--- src/decode_pkg.sv ---
package decode_pkg;

	typedef logic [7:0] byte_t;
	typedef logic [1:0] op_len_t;

	////////////////////////////////////////////////////////////
	// alu operation classes
	////////////////////////////////////////////////////////////

	typedef enum logic [5:0] {
		ALU_ADD    = 6'd0,
		ALU_ADDC   = 6'd1,
		ALU_SUBB   = 6'd2,
		ALU_INC    = 6'd3,
		ALU_DEC    = 6'd4,
		ALU_ANL    = 6'd16,
		ALU_ORL    = 6'd17,
		ALU_XRL    = 6'd18,
		ALU_ANL_DA = 6'd20,
		ALU_ORL_DA = 6'd21,
		ALU_XRL_DA = 6'd22,
		ALU_LJMP   = 6'd36,
		ALU_SJMP   = 6'd37,
		ALU_CJNE_D = 6'd39,
		ALU_DJNZ   = 6'd40,
		ALU_JZ     = 6'd41,
		ALU_JNZ    = 6'd42,
		ALU_JC     = 6'd43,
		ALU_JNC    = 6'd44,
		ALU_JB     = 6'd45,
		ALU_JNB    = 6'd46,
		ALU_JBC    = 6'd47,
		ALU_CJNE_C = 6'd48,
		ALU_CJNE_R = 6'd49,
		ALU_CJNE_I = 6'd50,
		ALU_NONE   = 6'd63
	} alu_op_t;

	// short takes its offset from ins1, long from ins2
	typedef enum logic [1:0] {
		BR_NONE      = 2'd0,
		BR_REL_LONG  = 2'd1,
		BR_REL_SHORT = 2'd2,
		BR_ABS       = 2'd3
	} pc_branch_t;

	////////////////////////////////////////////////////////////
	// opcodes
	////////////////////////////////////////////////////////////

	localparam byte_t OP_NOP    = 8'h00;
	localparam byte_t OP_LJMP   = 8'h02;
	localparam byte_t OP_JBC    = 8'h10;
	localparam byte_t OP_JB     = 8'h20;
	localparam byte_t OP_JNB    = 8'h30;
	localparam byte_t OP_JC     = 8'h40;
	localparam byte_t OP_JNC    = 8'h50;
	localparam byte_t OP_JZ     = 8'h60;
	localparam byte_t OP_JNZ    = 8'h70;
	localparam byte_t OP_SJMP   = 8'h80;
	localparam byte_t OP_CJNE_C = 8'hb4;
	localparam byte_t OP_CJNE_D = 8'hb5;
	localparam byte_t OP_CJNE_I = 8'hb6;
	localparam byte_t OP_CJNE_R = 8'hb8;
	localparam byte_t OP_DJNZ_D = 8'hd5;
	localparam byte_t OP_DJNZ_R = 8'hd8;

	// group bases, low nibble gives the operand form
	localparam byte_t OP_INC    = 8'h00;
	localparam byte_t OP_DEC    = 8'h10;
	localparam byte_t OP_ADD    = 8'h20;
	localparam byte_t OP_ADDC   = 8'h30;
	localparam byte_t OP_ORL    = 8'h40;
	localparam byte_t OP_ANL    = 8'h50;
	localparam byte_t OP_XRL    = 8'h60;
	localparam byte_t OP_SUBB   = 8'h90;

	// branches that wait for the execute stage outcome
	function automatic logic is_cond_branch(input byte_t op);
		logic cjne;
		logic djnz;
		cjne = (op[7:4] == OP_CJNE_C[7:4]) && (op[3:0] >= 4'h4);
		djnz = (op == OP_DJNZ_D) || (op[7:3] == OP_DJNZ_R[7:3]);
		return cjne || djnz ||
			(op inside {OP_JBC, OP_JB, OP_JNB, OP_JC, OP_JNC, OP_JZ, OP_JNZ});
	endfunction

endpackage

--- src/instr_length_decode.sv ---
`timescale 1ns/1ps

module instr_length_decode (
	input  decode_pkg::byte_t   ins0,
	output decode_pkg::op_len_t op_length
);
	import decode_pkg::*;

	logic [3:0] grp;
	logic [3:0] form;
	logic       acc_group;
	logic       incdec_group;
	logic       cjne;
	logic       djnz_r;
	logic       logic_da;

	assign grp  = ins0[7:4];
	assign form = ins0[3:0];

	// accumulator arithmetic and logic groups
	assign acc_group = grp inside {OP_ADD[7:4], OP_ADDC[7:4], OP_SUBB[7:4],
		OP_ORL[7:4], OP_ANL[7:4], OP_XRL[7:4]};

	assign incdec_group = (grp == OP_INC[7:4]) || (grp == OP_DEC[7:4]);

	// b4 to bf
	assign cjne = (grp == OP_CJNE_C[7:4]) && (form >= 4'h4);

	assign djnz_r = (ins0[7:3] == OP_DJNZ_R[7:3]);

	// direct,A forms of the logic ops
	assign logic_da = (form == 4'h2) &&
		(grp inside {OP_ORL[7:4], OP_ANL[7:4], OP_XRL[7:4]});

	////////////////////////////////////////////////////////////
	// length table
	////////////////////////////////////////////////////////////

	always_comb begin
		op_length = 2'd1;
		if (cjne || (ins0 inside {OP_LJMP, OP_JBC, OP_JB, OP_JNB, OP_DJNZ_D})) begin
			op_length = 2'd3;
		end else if (ins0 inside {OP_JC, OP_JNC, OP_JZ, OP_JNZ, OP_SJMP}) begin
			op_length = 2'd2;
		end else if (djnz_r || logic_da) begin
			op_length = 2'd2;
		end else if (acc_group && ((form == 4'h4) || (form == 4'h5))) begin
			// #data and direct
			op_length = 2'd2;
		end else if (incdec_group && (form == 4'h5)) begin
			op_length = 2'd2;
		end
	end

endmodule

--- src/alu_op_decode.sv ---
`timescale 1ns/1ps

module alu_op_decode (
	input  decode_pkg::byte_t   ins0,
	output decode_pkg::alu_op_t alu
);
	import decode_pkg::*;

	logic [3:0] grp;
	logic [3:0] form;

	assign grp  = ins0[7:4];
	assign form = ins0[3:0];

	////////////////////////////////////////////////////////////
	// exact opcodes first, then the grouped forms
	////////////////////////////////////////////////////////////

	always_comb begin
		alu = ALU_NONE;
		case (ins0)
			OP_LJMP:   alu = ALU_LJMP;
			OP_SJMP:   alu = ALU_SJMP;
			OP_JZ:     alu = ALU_JZ;
			OP_JNZ:    alu = ALU_JNZ;
			OP_JC:     alu = ALU_JC;
			OP_JNC:    alu = ALU_JNC;
			OP_JB:     alu = ALU_JB;
			OP_JNB:    alu = ALU_JNB;
			OP_JBC:    alu = ALU_JBC;
			OP_CJNE_C: alu = ALU_CJNE_C;
			OP_CJNE_D: alu = ALU_CJNE_D;
			OP_DJNZ_D: alu = ALU_DJNZ;

			// direct,A logic forms
			{OP_ANL[7:4], 4'h2}: alu = ALU_ANL_DA;
			{OP_ORL[7:4], 4'h2}: alu = ALU_ORL_DA;
			{OP_XRL[7:4], 4'h2}: alu = ALU_XRL_DA;

			default: begin
				// forms 4 to f share the class of their group
				if (form >= 4'h4) begin
					case (grp)
						OP_INC[7:4]:  alu = ALU_INC;
						OP_DEC[7:4]:  alu = ALU_DEC;
						OP_ADD[7:4]:  alu = ALU_ADD;
						OP_ADDC[7:4]: alu = ALU_ADDC;
						OP_SUBB[7:4]: alu = ALU_SUBB;
						OP_ANL[7:4]:  alu = ALU_ANL;
						OP_ORL[7:4]:  alu = ALU_ORL;
						OP_XRL[7:4]:  alu = ALU_XRL;
						OP_CJNE_I[7:4]: begin
							// b6/b7 are @Ri, b8 up are Rn
							if (form < OP_CJNE_R[3:0]) begin
								alu = ALU_CJNE_I;
							end else begin
								alu = ALU_CJNE_R;
							end
						end
						OP_DJNZ_R[7:4]: begin
							if (form >= OP_DJNZ_R[3:0]) begin
								alu = ALU_DJNZ;
							end
						end
						default: alu = ALU_NONE;
					endcase
				end
			end
		endcase
	end

endmodule

--- src/branch_ctrl.sv ---
`timescale 1ns/1ps

module branch_ctrl (
	input  logic                   clk,
	input  logic                   rst,
	input  logic                   stall_addr,
	input  logic                   branch_valid,
	input  logic                   branch_test,
	input  decode_pkg::byte_t      ins0,
	input  decode_pkg::byte_t      ins1,
	input  decode_pkg::byte_t      ins2,
	output decode_pkg::pc_branch_t pc_branch,
	output decode_pkg::byte_t      pc_reladdr,
	output logic [15:0]            pc_absaddr,
	output logic                   flush,
	output logic                   stall
);
	import decode_pkg::*;

	typedef enum logic {
		IDLE,
		WAIT
	} state_t;

	state_t state;
	state_t next_state;
	logic   short_rel;

	////////////////////////////////////////////////////////////
	// wait for branch outcome
	////////////////////////////////////////////////////////////

	always_ff @(posedge clk) begin
		if (rst) begin
			state <= IDLE;
		end else begin
			state <= next_state;
		end
	end

	always_comb begin
		next_state = state;
		case (state)
			IDLE: begin
				if (!stall_addr && is_cond_branch(ins0)) begin
					next_state = WAIT;
				end
			end
			WAIT: begin
				if (branch_valid) begin
					next_state = IDLE;
				end
			end
			default: next_state = IDLE;
		endcase
	end

	// rises with the branch, drops in the outcome cycle
	assign stall = (next_state == WAIT);

	////////////////////////////////////////////////////////////
	// pc redirect
	////////////////////////////////////////////////////////////

	// two-byte branches carry the offset in ins1
	assign short_rel = (ins0 inside {OP_JC, OP_JNC, OP_JZ, OP_JNZ}) ||
		(ins0[7:3] == OP_DJNZ_R[7:3]);

	always_comb begin
		flush      = 1'b0;
		pc_branch  = BR_NONE;
		pc_reladdr = 8'h00;
		pc_absaddr = 16'h0000;
		if (branch_valid && branch_test) begin
			// taken, drop the younger bytes
			flush = 1'b1;
			if (short_rel) begin
				pc_branch  = BR_REL_SHORT;
				pc_reladdr = ins1;
			end else begin
				pc_branch  = BR_REL_LONG;
				pc_reladdr = ins2;
			end
		end else if (ins0 == OP_SJMP) begin
			pc_branch  = BR_REL_SHORT;
			pc_reladdr = ins1;
		end else if (ins0 == OP_LJMP) begin
			pc_branch  = BR_ABS;
			pc_absaddr = {ins1, ins2};
		end
	end

endmodule

--- src/decode_stage.sv ---
`timescale 1ns/1ps

module decode_stage (
	input  logic                   clk,
	input  logic                   rst,
	input  decode_pkg::byte_t      ins0,
	input  decode_pkg::byte_t      ins1,
	input  decode_pkg::byte_t      ins2,
	input  logic                   stall_addr,
	input  logic                   branch_valid,
	input  logic                   branch_test,
	output decode_pkg::op_len_t    op_length,
	output decode_pkg::alu_op_t    alu,
	output decode_pkg::pc_branch_t pc_branch,
	output decode_pkg::byte_t      pc_reladdr,
	output logic [15:0]            pc_absaddr,
	output logic                   flush,
	output logic                   stall,
	output logic                   nop_dec
);
	import decode_pkg::*;

	instr_length_decode u_len (
		.ins0      (ins0),
		.op_length (op_length)
	);

	alu_op_decode u_alu (
		.ins0 (ins0),
		.alu  (alu)
	);

	branch_ctrl u_branch (
		.clk          (clk),
		.rst          (rst),
		.stall_addr   (stall_addr),
		.branch_valid (branch_valid),
		.branch_test  (branch_test),
		.ins0         (ins0),
		.ins1         (ins1),
		.ins2         (ins2),
		.pc_branch    (pc_branch),
		.pc_reladdr   (pc_reladdr),
		.pc_absaddr   (pc_absaddr),
		.flush        (flush),
		.stall        (stall)
	);

	// bubble for the hazard unit, ljmp resolves here
	assign nop_dec = (ins0 == OP_NOP) || (ins0 == OP_LJMP);

endmodule

--- config.mk ---
export PLATFORM = sky130hd
export DESIGN_NAME = decode_stage
export DESIGN_NICKNAME = d
export VERILOG_FILES = /design/src/decode_pkg.sv /design/src/instr_length_decode.sv /design/src/alu_op_decode.sv /design/src/branch_ctrl.sv /design/src/decode_stage.sv
export SDC_FILE = /design/constraint.sdc
export NUM_CORES = 1
export LEC_CHECK = 0
export ABC_AREA = 1
export ABC_CLOCK_PERIOD_IN_PS = 1820
export BUFFER_PORTS_ARGS = -buffer_cell sky130_fd_sc_hd__clkbuf_2
export CORE_MARGIN = 2
export CORE_UTILIZATION = 41
export DETAILED_ROUTE_END_ITERATION = 12
export PLACE_DENSITY = 0.83
export SLEW_MARGIN = 15
export SYNTH_ARGS = -nofsm -noshare
export SYNTH_HDL_FRONTEND = slang
export SYNTH_SLANG_ARGS = --single-unit
--- constraint.sdc ---
create_clock -name clk -period 1.82 [get_ports clk]
set_clock_uncertainty 0.1 [all_clocks]
set_input_delay 0.364 -clock clk [delete_from_list [all_inputs] [get_ports clk]]
set_output_delay 0.364 -clock clk [all_outputs]
set_load 0.005 [all_outputs]
# Word-level counts from Yosys, hierarchy flattened

Cells that the tools add are included.

Register bits after elaboration: 1
Input bits: 29
Word-level logic and storage cells: 81
Output and inout bits: 37

Multiplexer cells: 24
Equal/unequal tests: 28
Magnitude comparators: 3
Bitwise gates (word level): 1
Reductions and logical operators: 24

Operator list:

| operator             | number |
|---|---|
| $pmux W6 S15         | 1 |
| $pmux W6 S10         | 1 |
| $eq A8 B7 Y1 const B | 7 |
| $mux W16             | 3 |
| $eq A8 B8 Y1 const B | 4 |
| $mux W8              | 3 |
| $eq A4 B3 Y1 const B | 5 |
| $mux W2              | 10 |
| $eq A8 B6 Y1 const B | 2 |
| $eq A4 B2 Y1 const B | 3 |
| $eq A4 B4 Y1 const B | 3 |
| $reduce_bool A5 Y1   | 2 |
| $logic_or A1 B1 Y1   | 9 |
| $eq A8 B2 Y1 const B | 1 |
| $eq A8 B5 Y1 const B | 1 |
| $logic_not A8 Y1     | 1 |
| $reduce_bool A7 Y1   | 1 |
| $logic_and A1 B1 Y1  | 6 |
| $mux W6              | 1 |
| $reduce_bool A6 Y1   | 1 |
| $eq A5 B5 Y1 const B | 1 |
| $mux W5              | 1 |
| $eq A4 B1 Y1 const B | 1 |
| $ge A4 B3 Y1 const B | 1 |
| other kinds (9)      | 11 |

# Longest topological paths before layout

Depth in word-level cells: 8
Depth in mapped cells: 9

# Modules after synthesis

A second synthesis with hierarchy kept.

Cells, all modules: 264
Area total of the unflattened synthesis: 1,218.7 um^2

Modules (own cells, without submodules):

| module              | instances | cells an instance | seq. area each (um^2) | area each (um^2) |
|---|---|---|---|---|
| alu_op_decode       | 1         | 113               | 0.0                   | 510.5 |
| branch_ctrl         | 1         | 87                | 20.0                  | 451.7 |
| instr_length_decode | 1         | 57                | 0.0                   | 230.2 |
| decode_stage        | 1         | 7                 | 0.0                   | 26.3 |

# Worst setup path after synthesis

Ideal clock, no wire load.

Path kind: in2out
Start point: input ins0[2]
End point: output pc_absaddr[10]
Path slack: 211 ps
Data required time: 1,356 ps
Buffers on the path: 1
Data arrival time: 1,145 ps
Stages on the path: 6
Cell sequence: inv_1 -> nand2_1 -> nor2_4 -> nand3_2 -> buf_2 -> nor2_1

Cells in the longest elaborated chain, start to end: 4
Elaborated cells between the ends (all ways): 5
Those cells by class: eq/ne: 2; mux: 3

RTL lines:

| what         | RTL line           | RTL |
|---|---|---|
| from (decl)  | decode_stage.sv:6  | `input decode_pkg::byte_t ins0,` |
| $eq A8 B2 Y1 | branch_ctrl.sv:87  | `end else if (ins0 == OP_LJMP) begin` |
| $mux W16     | branch_ctrl.sv:87  |  |
| $mux W16 *   | branch_ctrl.sv:84  | `end else if (ins0 == OP_SJMP) begin` |
| $mux W16 *   | branch_ctrl.sv:74  | `if (branch_valid && branch_test) begin` |
| to (decl)    | decode_stage.sv:16 | `output logic [15:0] pc_absaddr,` |

Every way passes the cells marked *; elsewhere a longest branch is shown, timed or not.

# Worst setup path after layout

Start point: input ins0[6]
End point: output pc_absaddr[12]

The elaborated chain is that of the path after synthesis.

==> results.txt <==
Top cells by area, synth: nand2_1, nor2_1, inv_1
PwrDens: 202.7 nW/um^2
Post-layout min period: 1.913 ns
Final cell count without fillers: 324
Netlist Area Pre-Place: 932.1 um^2
Initial antenna violation count: 0
P_leak: 1.112 nW
First-pass GRT wire length: 6527 um
Worst hold slack: 0.3839 ns
Hold buffer count at CTS: 0
Grt ovf: 0
Crit path launch type: primary input
P&R area growth vs syn: 93.83%
Critical Path Sink Type: output port
Clock Latency Late Sink: 0 ns
Worst R2R Setup Slack: 0.98 ns
Final wirelength: 4397 um
Die H: 51.68 um
DIE AREA: 2671 um^2
RePlAce Congestion: 0.9371
Max_slew headroom: 0.8150
Req. time, crit path: 1.36 ns
Dpl hpwl: 2971 um
Hold Path Class: register to register
Post-synth top area cell: nand2_1
Max cap viols: 0
Gr usage total: 0.3135
Synth cell types: 24
Fraction of layout instances using a drive strength above 1: 0.5338
# diodes: 0
Final Worst Setup Slack: -0.09336 ns
Initial core utilization: 0.4255
Remaining antenna violation count: 0
Core area: 2191 um^2
Ys Warns: 0
Asr flop ratio synth: 0
Most frequent cells in the layout: clkbuf_2, nand2_1, nor2_1, inv_1, buf_4
Crit Path Max Fanout: 17
Final setup vio count: 34
Area share of the largest cell type after synthesis: 0.2295
Mean number of vias per cell: 5.188
Nets: 327
Vias in the first global route: 1498
Crit path DAT: 1.45 ns
FP Rows: 17
Maximum vdd ir drop: 0.0001834 V
Post-DR wirelength/cell: 13.57 um
Yosys reg bits: 1
Syn_area_per_cell: 4.638 um^2
Most common cell after layout, fill and taps aside: clkbuf_2
Failing checks: negative setup slack
PortBufs: 65
Unrepaired setup endpoints after global routing: yes
Mapped Nets: 230
Final hold violations: 0
Main flop type after synthesis: dfxtp_1
Max Slew Vio Count: 0
Placed Cells: 321
Clock transition at path regs: 0 ns
Die Wd: 51.68 um
Worst Max-Slew Pin Slew: 0.2754 ns
Seq/Total Area, Yosys: 0.02148
Pin count of the biggest net entering global routing: 18
EDFF count, synth: 0
Largest register by flop count: u_branch.state
Status: finished, violations left
Largest register FFs: 1
Pre-Repair DR Iteration Count: 4
I/O pins: 66
Total number of vias: 1681
Syn Inst Count: 201
Critical setup path kind: primary input to output port
Post-layout total power: 366.1 uW
Top Registers: u_branch.state: 1 flops
# DRC: 0
Final Cycle Share: 1.051
Max frequency: 522.6 MHz
Drt initial violations: 52
timing repair:
item | CTS | global route
pin swaps | 19 | 17
setup endpoints to repair | 35 | 35
resized for setup | 44 | 33
setup buffers | 2 | 1
per-stage QoR:
step                        util  cell area (um^2)  setup slack, ns  setup TNS (ns)
after global routing      0.8247              1807          -0.1573          -3.915
after global placement    0.6876              1506          -0.1093          -2.028
after floorplan                -             932.1           0.2109               0
final                     0.8247              1807         -0.09336          -2.002
after CTS                 0.7870              1724         -0.04748         -0.2080
after detailed placement  0.6876              1506          -0.1595          -3.005
cells in the mapped netlist (2+ instances only):
| master | number |
|---|---|
| nand3_1 | 11 |
| nor2_4 | 3 |
| o21ai_0 | 2 |
| inv_1 | 31 |
| nand2_2 | 9 |
| nor2_1 | 41 |
| o22ai_1 | 8 |
| nor3_1 | 4 |
| a31oi_1 | 2 |
| inv_2 | 6 |
| nor2_2 | 7 |
| nand2_1 | 57 |
| a21oi_1 | 4 |
| nand4_1 | 6 |
metal layers:
metal | share of wire | global-route usage
met4 | 0.028 | 0.07456
met3 | 0.064 | 0.01437
met1 | 0.36 | 0.3542
met2 | 0.55 | 0.6303
met5 | 0 | 0
cells by family (layout without fill, tap and decap cells):
logic type             count (synthesis)  count (layout)  synth area share
AND/OR/NAND/NOR                      141             141            0.6873
flip-flops                             1               1           0.02148
buffers and inverters                 40             135            0.1705
AO/OA/AOI/OAI                         19              19            0.1208
area by class of cell:
cell class / instances / area [um^2]
Multi-Input combinational cell: 160 / 928.4
Sequential cell: 1 / 20.02
Tap cell: 28 / 35.03
Fill cell: 150 / 384.1
Inverter: 38 / 152.6
Timing Repair Buffer: 97 / 670.6
worst max-delay path, cell delays in order:
cell and delay [ns]:
clkbuf_8 0.14, nor2_4 0.17, nand2_2 0.13, inv_2 0.12, nand3_2 0.12, buf_12 0.17, nor2_1 0.10, clkbuf_2 0.14
final timing paths:
| check | start | to | cells after the start |
|---|---|---|---|
| setup reg to reg | u_branch.state | u_branch.state | 4 |
| hold reg to reg | u_branch.state | u_branch.state | 2 |
| setup / recovery | ins0[6] | pc_absaddr[12] | 8 |
| hold / removal | u_branch.state | u_branch.state | 2 |
power breakdown:
part / total, mW / internal (mW) / switching [mW]
sequential: 0.0233 / 0.0230 / 0.000306
combinational: 0.343 / 0.160 / 0.183
clock: 0 / 0 / 0
total: 0.366 / 0.183 / 0.184
No activity file was read; power rests on OpenSTA's default activity.
